--- src/logic/rv_int_pkg.sv ---
package rv_int_pkg;

    localparam int xlen = 64;

    typedef logic [4:0]      reg_addr_t;
    typedef logic [xlen-1:0] data_t;
    typedef logic [31:0]     inst_t;

    // major opcodes of the kept classes
    localparam logic [6:0] op_alri  = 7'b0010011;
    localparam logic [6:0] op_alrr  = 7'b0110011;
    localparam logic [6:0] op_alriw = 7'b0011011;
    localparam logic [6:0] op_alrrw = 7'b0111011;
    localparam logic [6:0] op_lui   = 7'b0110111;

    // alu funct3
    localparam logic [2:0] f3_add  = 3'b000;
    localparam logic [2:0] f3_sll  = 3'b001;
    localparam logic [2:0] f3_slt  = 3'b010;
    localparam logic [2:0] f3_sltu = 3'b011;
    localparam logic [2:0] f3_xor  = 3'b100;
    localparam logic [2:0] f3_sr   = 3'b101;
    localparam logic [2:0] f3_or   = 3'b110;
    localparam logic [2:0] f3_and  = 3'b111;

    // decode to execute
    typedef struct packed {
        reg_addr_t  rd;
        reg_addr_t  rs1;
        reg_addr_t  rs2;
        data_t      imm;
        logic [2:0] funct3;
        logic       mod;
        logic       use_imm;
        logic       word;
        logic       lui;
    } dec_t;

    // execute to retire
    typedef struct packed {
        reg_addr_t rd;
        data_t     data;
    } wb_t;

endpackage

--- src/logic/alu.sv ---
`timescale 1ns/1ps

module alu (
    input  rv_int_pkg::data_t a_i,
    input  rv_int_pkg::data_t b_i,
    input  logic [2:0]        funct3_i,
    input  logic              mod_i,
    input  logic              word_i,
    input  logic              use_imm_i,
    output rv_int_pkg::data_t result_o
);

    logic              sub;
    logic [5:0]        shamt;
    logic [4:0]        shamt_w;
    logic [31:0]       a_w;
    logic [31:0]       b_w;
    rv_int_pkg::data_t sra_d;
    logic [31:0]       sra_w;
    rv_int_pkg::data_t res_d;
    logic [31:0]       res_w;

    // immediate forms carry imm[10] in the mod bit, so no subtract there
    assign sub     = mod_i && !use_imm_i;
    assign shamt   = b_i[5:0];
    assign shamt_w = b_i[4:0];
    assign a_w     = a_i[31:0];
    assign b_w     = b_i[31:0];
    assign sra_d   = $signed(a_i) >>> shamt;
    assign sra_w   = $signed(a_w) >>> shamt_w;

    always_comb begin
        case (funct3_i)
            rv_int_pkg::f3_add: begin
                res_d = sub ? (a_i - b_i) : (a_i + b_i);
                res_w = sub ? (a_w - b_w) : (a_w + b_w);
            end
            rv_int_pkg::f3_sll: begin
                res_d = a_i << shamt;
                res_w = a_w << shamt_w;
            end
            rv_int_pkg::f3_slt: begin
                res_d = {{(rv_int_pkg::xlen-1){1'b0}}, $signed(a_i) < $signed(b_i)};
                res_w = {31'b0, $signed(a_w) < $signed(b_w)};
            end
            rv_int_pkg::f3_sltu: begin
                res_d = {{(rv_int_pkg::xlen-1){1'b0}}, a_i < b_i};
                res_w = {31'b0, a_w < b_w};
            end
            rv_int_pkg::f3_xor: begin
                res_d = a_i ^ b_i;
                res_w = a_w ^ b_w;
            end
            rv_int_pkg::f3_sr: begin
                res_d = mod_i ? sra_d : (a_i >> shamt);
                res_w = mod_i ? sra_w : (a_w >> shamt_w);
            end
            rv_int_pkg::f3_or: begin
                res_d = a_i | b_i;
                res_w = a_w | b_w;
            end
            default: begin
                res_d = a_i & b_i;
                res_w = a_w & b_w;
            end
        endcase
    end

    // word ops sign-extend bit 31
    assign result_o = word_i ? {{32{res_w[31]}}, res_w} : res_d;

endmodule

--- src/logic/exec_unit.sv ---
`timescale 1ns/1ps

module exec_unit (
    input  rv_int_pkg::dec_t  dec_i,
    input  rv_int_pkg::data_t rs1_data_i,
    input  rv_int_pkg::data_t rs2_data_i,
    input  logic              fw_valid_i,
    input  rv_int_pkg::wb_t   fw_i,
    output rv_int_pkg::wb_t   res_o
);

    logic              fw_rs1;
    logic              fw_rs2;
    rv_int_pkg::data_t rs1_val;
    rv_int_pkg::data_t rs2_val;
    rv_int_pkg::data_t op_a;
    rv_int_pkg::data_t op_b;
    rv_int_pkg::data_t alu_res;

    // retire stage holds the only result not yet in the regfile
    assign fw_rs1 = fw_valid_i && (fw_i.rd != '0) && (fw_i.rd == dec_i.rs1);
    assign fw_rs2 = fw_valid_i && (fw_i.rd != '0) && (fw_i.rd == dec_i.rs2);

    assign rs1_val = fw_rs1 ? fw_i.data : rs1_data_i;
    assign rs2_val = fw_rs2 ? fw_i.data : rs2_data_i;

    // lui adds its immediate to zero
    assign op_a = dec_i.lui ? '0 : rs1_val;
    assign op_b = dec_i.use_imm ? dec_i.imm : rs2_val;

    alu u_alu (
        .a_i       (op_a),
        .b_i       (op_b),
        .funct3_i  (dec_i.funct3),
        .mod_i     (dec_i.mod),
        .word_i    (dec_i.word),
        .use_imm_i (dec_i.use_imm),
        .result_o  (alu_res)
    );

    assign res_o.rd   = dec_i.rd;
    assign res_o.data = alu_res;

endmodule

--- src/logic/inst_decoder.sv ---
`timescale 1ns/1ps

module inst_decoder (
    input  rv_int_pkg::inst_t instr_i,
    output rv_int_pkg::dec_t  dec_o,
    output logic              legal_o
);

    logic [6:0]        opcode;
    logic              is_imm;
    logic              is_rr;
    logic              is_lui;
    logic              is_word;
    rv_int_pkg::data_t imm_i_fmt;
    rv_int_pkg::data_t imm_u_fmt;

    assign opcode = instr_i[6:0];

    assign is_imm  = (opcode == rv_int_pkg::op_alri) || (opcode == rv_int_pkg::op_alriw);
    assign is_rr   = (opcode == rv_int_pkg::op_alrr) || (opcode == rv_int_pkg::op_alrrw);
    assign is_lui  = (opcode == rv_int_pkg::op_lui);
    assign is_word = (opcode == rv_int_pkg::op_alriw) || (opcode == rv_int_pkg::op_alrrw);

    assign legal_o = is_imm || is_rr || is_lui;

    // I-type
    assign imm_i_fmt = {{52{instr_i[31]}}, instr_i[31:20]};
    // U-type
    assign imm_u_fmt = {{32{instr_i[31]}}, instr_i[31:12], 12'b0};

    always_comb begin
        dec_o.rd      = instr_i[11:7];
        dec_o.word    = is_word;
        dec_o.lui     = is_lui;
        dec_o.use_imm = !is_rr;

        // rs2 field is immediate bits outside of register-register forms
        if (is_rr) begin
            dec_o.rs2 = instr_i[24:20];
        end else begin
            dec_o.rs2 = '0;
        end

        // lui is add of the immediate to x0
        if (is_lui) begin
            dec_o.rs1    = '0;
            dec_o.imm    = imm_u_fmt;
            dec_o.funct3 = rv_int_pkg::f3_add;
            dec_o.mod    = 1'b0;
        end else begin
            dec_o.rs1    = instr_i[19:15];
            dec_o.imm    = imm_i_fmt;
            dec_o.funct3 = instr_i[14:12];
            dec_o.mod    = instr_i[30];
        end
    end

endmodule

--- src/logic/pipe_stage.sv ---
`timescale 1ns/1ps

module pipe_stage #(
    parameter type payload_t = logic
) (
    input  logic     c_clk,
    input  logic     c_rst_n,
    input  logic     valid_i,
    output logic     ready_o,
    input  payload_t data_i,
    output logic     valid_o,
    input  logic     ready_i,
    output payload_t data_o
);

    logic     full;
    logic     load;
    payload_t hold;

    // room when empty or when the held entry leaves this cycle
    assign ready_o = !full || ready_i;
    assign load    = valid_i && ready_o;

    always_ff @(posedge c_clk or negedge c_rst_n) begin
        if (!c_rst_n) begin
            full <= 1'b0;
        end else if (ready_o) begin
            full <= valid_i;
        end
    end

    always_ff @(posedge c_clk) begin
        if (load) begin
            hold <= data_i;
        end
    end

    assign valid_o = full;
    assign data_o  = hold;

endmodule

--- src/logic/regfile.sv ---
`timescale 1ns/1ps

module regfile (
    input  logic                  c_clk,
    input  logic                  c_rst_n,
    input  rv_int_pkg::reg_addr_t rs1_i,
    input  rv_int_pkg::reg_addr_t rs2_i,
    output rv_int_pkg::data_t     rs1_data_o,
    output rv_int_pkg::data_t     rs2_data_o,
    input  logic                  we_i,
    input  rv_int_pkg::reg_addr_t rd_i,
    input  rv_int_pkg::data_t     rd_data_i
);

    rv_int_pkg::data_t regs [0:31];

    always_ff @(posedge c_clk or negedge c_rst_n) begin
        if (!c_rst_n) begin
            for (int i = 0; i < 32; i++) begin
                regs[i] <= '0;
            end
        end else if (we_i && (rd_i != '0)) begin
            regs[rd_i] <= rd_data_i;
        end
    end

    // x0 reads as zero
    assign rs1_data_o = (rs1_i == '0) ? '0 : regs[rs1_i];
    assign rs2_data_o = (rs2_i == '0) ? '0 : regs[rs2_i];

endmodule

--- src/logic/rv_int_core.sv ---
`timescale 1ns/1ps

module rv_int_core (
    input  logic                  c_clk,
    input  logic                  c_rst_n,
    input  logic                  in_valid_i,
    output logic                  in_ready_o,
    input  rv_int_pkg::inst_t     in_instr_i,
    output logic                  wb_valid_o,
    input  logic                  wb_ready_i,
    output rv_int_pkg::reg_addr_t wb_rd_o,
    output rv_int_pkg::data_t     wb_data_o
);

    rv_int_pkg::dec_t  dec;
    logic              legal;
    logic              dec_valid;
    logic              ex_valid;
    logic              ex_ready;
    rv_int_pkg::dec_t  ex_dec;
    rv_int_pkg::data_t rs1_data;
    rv_int_pkg::data_t rs2_data;
    rv_int_pkg::wb_t   ex_res;
    rv_int_pkg::wb_t   wb;
    logic              retire;

    inst_decoder u_dec (
        .instr_i (in_instr_i),
        .dec_o   (dec),
        .legal_o (legal)
    );

    // illegal instructions are acknowledged but never enter stage 1
    assign dec_valid = in_valid_i && legal;

    pipe_stage #(.payload_t(rv_int_pkg::dec_t)) u_stage1 (
        .c_clk   (c_clk),
        .c_rst_n (c_rst_n),
        .valid_i (dec_valid),
        .ready_o (in_ready_o),
        .data_i  (dec),
        .valid_o (ex_valid),
        .ready_i (ex_ready),
        .data_o  (ex_dec)
    );

    regfile u_rf (
        .c_clk      (c_clk),
        .c_rst_n    (c_rst_n),
        .rs1_i      (ex_dec.rs1),
        .rs2_i      (ex_dec.rs2),
        .rs1_data_o (rs1_data),
        .rs2_data_o (rs2_data),
        .we_i       (retire),
        .rd_i       (wb.rd),
        .rd_data_i  (wb.data)
    );

    exec_unit u_ex (
        .dec_i      (ex_dec),
        .rs1_data_i (rs1_data),
        .rs2_data_i (rs2_data),
        .fw_valid_i (wb_valid_o),
        .fw_i       (wb),
        .res_o      (ex_res)
    );

    pipe_stage #(.payload_t(rv_int_pkg::wb_t)) u_stage2 (
        .c_clk   (c_clk),
        .c_rst_n (c_rst_n),
        .valid_i (ex_valid),
        .ready_o (ex_ready),
        .data_i  (ex_res),
        .valid_o (wb_valid_o),
        .ready_i (wb_ready_i),
        .data_o  (wb)
    );

    assign retire    = wb_valid_o && wb_ready_i;
    assign wb_rd_o   = wb.rd;
    assign wb_data_o = wb.data;

endmodule

--- config.mk ---
export PLATFORM = sky130hd
export DESIGN_NAME = rv_int_core
export DESIGN_NICKNAME = d
export VERILOG_FILES = /design/src/logic/rv_int_pkg.sv /design/src/logic/alu.sv /design/src/logic/exec_unit.sv /design/src/logic/inst_decoder.sv /design/src/logic/pipe_stage.sv /design/src/logic/regfile.sv /design/src/logic/rv_int_core.sv
export SDC_FILE = /design/constraint.sdc
export NUM_CORES = 2
export LEC_CHECK = 0
export ABC_AREA = 0
export BUFFER_PORTS_ARGS = -buffer_cell sky130_fd_sc_hd__buf_2
export CORE_MARGIN = 4
export CORE_UTILIZATION = 40
export DETAILED_ROUTE_END_ITERATION = 10
export REMOVE_ABC_BUFFERS = 1
export SLEW_MARGIN = 0
export SYNTH_ARGS = -nofsm -noshare
export SYNTH_HDL_FRONTEND = slang
export SYNTH_SLANG_ARGS = --single-unit
--- constraint.sdc ---
create_clock -name c_clk -period 6.6 [get_ports c_clk]
set_input_delay 0.33 -clock c_clk [delete_from_list [all_inputs] [get_ports c_clk]]
set_output_delay 0.33 -clock c_clk [all_outputs]
set_load 0.1 [all_outputs]
==> qor.txt <==
Critical path capture point type -> flip-flop
Clock transition at path regs -> 70 ps
Synth unique cells -> 112
Asr flop ratio synth -> 94.38%
Worst setup margin -> -49.87 ps
Sequential share of power -> 44.3%
Die footprint -> 0.3503 mm^2
Yosys top cell by area -> dfrtp_1
FMAX -> 150.4 MHz
Htree depth -> 4
Min Tclk post-route -> 6650 ps
Commonest non-fill, non-tap cell in the layout -> mux2_2
CORE AREA -> 0.3395 mm^2
Max-cap viol count -> 0
TritonCTS clock tree -> yes
Critical path cell sequence -> buf_4 -> buf_4 -> buf_4 -> nor2b_1 -> buf_4 -> buf_4 -> a22oi_1 -> nand3_1 -> nand3b_4 -> nand2_4 -> buf_4 -> buf_6 -> mux2i_1 -> a221oi_1 -> a21oi_1 -> a211oi_1 -> buf_4 -> a211oi_1 -> buf_4 -> nor4_1 -> o31ai_1
First-pass GRT wire length -> 955.7 mm
Vias per cell -> 6.739
Crit path buffers/inverters -> 9
Worst reg2reg setup slack -> -50 ps
# DRC -> 0
CTS max path bufs -> 4
Synth warn -> 0
LEAKAGE -> 78.40 nW
CP delay by family, top -> buffers and inverters
IO Port Bufs -> 106
Worst Hold Path Cells -> 6
Fraction of layout cells with a size suffix above 1 -> 45.63%
Clock latency on the worst-skew pair -> 1010 ps
Critical path depth -> 21
PD cells -> 184.4 mW/mm^2
Synthesized area per cell -> 12.08 um^2
Combinational share of power -> 7.4%
Run status -> finished with violations
Worst path max stage delay -> 780 ps
Clk sinks -> 2,172
VDD IR max -> 0.0002558 V
Most frequent cells in the layout -> mux2_2 (2,108), dfrtp_1 (2,050), buf_4 (1,751)
Drt pass-1 iters -> 9
Largest net degree at the start of global routing -> 196
Critical Path Source Type -> flip-flop
Cell-internal power -> 23.08 mW
Dpl hpwl -> 484.3 mm
Num CTS Buffers -> 244
Arr. time, crit path -> 7480 ps
Slowest cell on crit path -> a211oi_1
Share of the synthesized area in the top cell type -> 37.62%
Slew margin rel. -> 8.212%
Final Wtd Congestion -> 1.053
Worst reg2reg path depth -> 21
EDFF count, synth -> 122
DRT Wirelength -> 696.9 mm
FP Rows -> 214
WL per Instance -> 40.31 um
Layout Nets -> 12,767
Post-Syn Instances -> 11,292
Hold Slack -> 114.7 ps
Syn-to-layout area delta -> 22.35%
CTS root buffer -> clkbuf_16
Reg-to-reg endpoint -> u_stage2.data_o[40]
Die W -> 591.9 um
1st-iter DRT viols -> 15,049
Final slew viol count -> 0
Top_reg_cell synth -> dfrtp_1
#FFs+latches synth -> 2,172
Slew @ Worst Pin -> 1360 ps
Grt total ovfl -> 0
Initial Util -> 40.16%
Die H -> 591.9 um
Worst path most repeated cell -> buf_4
CP Class -> flip-flop to flip-flop
Clock share of power -> 48.4%
Final Cycle Share -> 100.8%
ANT nets after route -> 0
Worst r2r src -> u_stage1.data_o[73]
All-Layer GR Usage -> 38.70%
Failing checks -> setup timing
Clock skew -> 104.9 ps
Crit Path Max Fanout -> 48
Worst Setup SP -> u_stage1.data_o[73]
WP data required -> 7430 ps
Synth area leaders -> dfrtp_1 (38%), mux2_2 (17%), mux4_2 (13%)
Final hold violation count -> 0
Seq/Total Area, Yosys -> 40.31%
Initial antenna violation count -> 52
Worst setup endpoint -> u_stage2.data_o[40]
Switching share of power -> 24.98%
P_sw -> 7.687 mW
Vias -> 116,498
Vias in the first global route -> 116,796
Hold Path Class -> input pin to flip-flop
Final Core Density -> 49.14%
RSZ-0062 raised after global routing -> yes
# setup viols final -> 3
Mapped Area -> 0.1364 mm^2
I/O pin count -> 107
## area by class of cell
class	instances	area (um^2)
multi-input combinational	7728	77530
clock buffer	346	7178
fill	30169	172700
clock inverter	104	1516
sequential	2172	54960
timing repair buffer	2144	19030
antenna	27	67.56
tap	4536	5675
inverter	230	872.1
## cell usage after synthesis (17+ instances only)
| master | number |
|---|---|
| nor3_1 | 177 |
| o211ai_1 | 69 |
| clkbuf_1 | 741 |
| a221o_1 | 26 |
| o22a_1 | 23 |
| o31ai_1 | 63 |
| and3_1 | 33 |
| buf_1 | 134 |
| nor2_1 | 404 |
| o21bai_1 | 35 |
| o21a_1 | 17 |
| o22ai_1 | 132 |
| a311oi_1 | 20 |
| inv_1 | 219 |
| a21o_1 | 74 |
| nand2_1 | 408 |
| a2111oi_0 | 41 |
| or3_1 | 23 |
| o21ai_0 | 293 |
| edfxtp_1 | 122 |
| nand2b_1 | 40 |
| nor2b_1 | 58 |
| buf_2 | 204 |
| a21boi_0 | 41 |
| buf_6 | 29 |
| mux2i_1 | 804 |
| a22oi_1 | 218 |
| mux4_2 | 795 |
| and2_1 | 60 |
| a211o_1 | 24 |
| o221ai_1 | 75 |
| nor4_1 | 44 |
| xnor2_1 | 30 |
| nand3_1 | 93 |
| nand4_1 | 33 |
| a31oi_1 | 70 |
| a211oi_1 | 171 |
| buf_4 | 44 |
| a32o_1 | 26 |
| a21oi_1 | 611 |
| dfrtp_1 | 2050 |
| ha_1 | 209 |
| a221oi_1 | 101 |
| mux2_2 | 2109 |
| a22o_1 | 34 |
## per-stage QoR
stage                     power [mW]  instance area, um^2  worst slack (ps)  std cells  TNS [ps]
after CTS                      30.82               164700            -81.97      17207    -199.7
final                          30.77               166800            -49.87      17287    -71.77
after global routing           31.52               166800            -45.13      17266    -150.3
after global placement         15.92               153900             -1739      16680    -62680
after floorplan                14.82               131200            -26450      10130  -1643810
after detailed placement       15.95               153900             -1669      16681    -59710
## worst min path at each step
| stage | startpoint | slack [ps] | end |
|---|---|---|---|
| 2_1_floorplan | c_rst_n | 30 | u_rf.regs[0] |
| 3_3_place_gp | c_rst_n | 360 | u_rf.regs[855] |
| 3_5_place_dp | u_rf.regs[2011] | 380 | u_rf.regs[2011] |
| 4_1_cts | in_instr_i[6] | 90 | u_stage1.valid_o |
| 5_1_grt | in_instr_i[6] | 150 | u_stage1.valid_o |
| 6_report | in_instr_i[6] | 110 | u_stage1.valid_o |
## power groups by stage
stage | sequential [mW] | combinational, mW | clock, mW
2_1_floorplan | 13.9 | 0.897 | 0
3_3_place_gp | 13.8 | 2.08 | 0
3_5_place_dp | 13.9 | 2.09 | 0
4_1_cts | 13.6 | 2.17 | 15.0
5_1_grt | 13.6 | 2.36 | 15.5
6_report | 13.6 | 2.26 | 14.9
## kinds of logic after synthesis
logic type / after synthesis / share of synthesized area [%]
AO/OA/AOI/OAI: 2328 / 11.65
multiplexers: 3712 / 36.48
adder cells (fa/ha/maj): 211 / 1.947
XOR/XNOR: 34 / 0.2184
buffers and inverters: 1392 / 4.414
flip-flops: 2172 / 40.31
AND/OR/NAND/NOR: 1443 / 4.974
## worst min-delay path, stage by stage
cell and delay [ps]:
buf_2 70, nand4b_1 130, nor2_1 70, o21ai_2 140
buf_8 190, nand2_1 80
## timing repair
| item | 4_1_cts | 5_1_grt |
|---|---|---|
| setup buffers | 27 | 47 |
| pin swaps | 19 | 69 |
| hold buffers | 33 | 0 |
| gates cloned | 16 | 10 |
| setup endpoints to repair | 55 | 46 |
| resized for setup | 213 | 309 |
| endpoints found under the hold margin | 261 | 0 |
## flip-flops by register name, summed over array words and instances (netlist names)
register,count
u_rf.regs,2048
u_stage1.data_o,53
u_stage1.valid_o,1
u_stage2.data_o,69
u_stage2.valid_o,1
## per-layer routing
layer  vias up  global-route usage (%)  part of all wire, %
met5         -                       0                0.021
met4        20                   24.00                  7.8
met2      7460                   56.35                   42
met3      1978                   10.18                   11
li1      45856                       -                    -
met1     61184                   51.43                   39
Power figures use the tool's default switching activity.
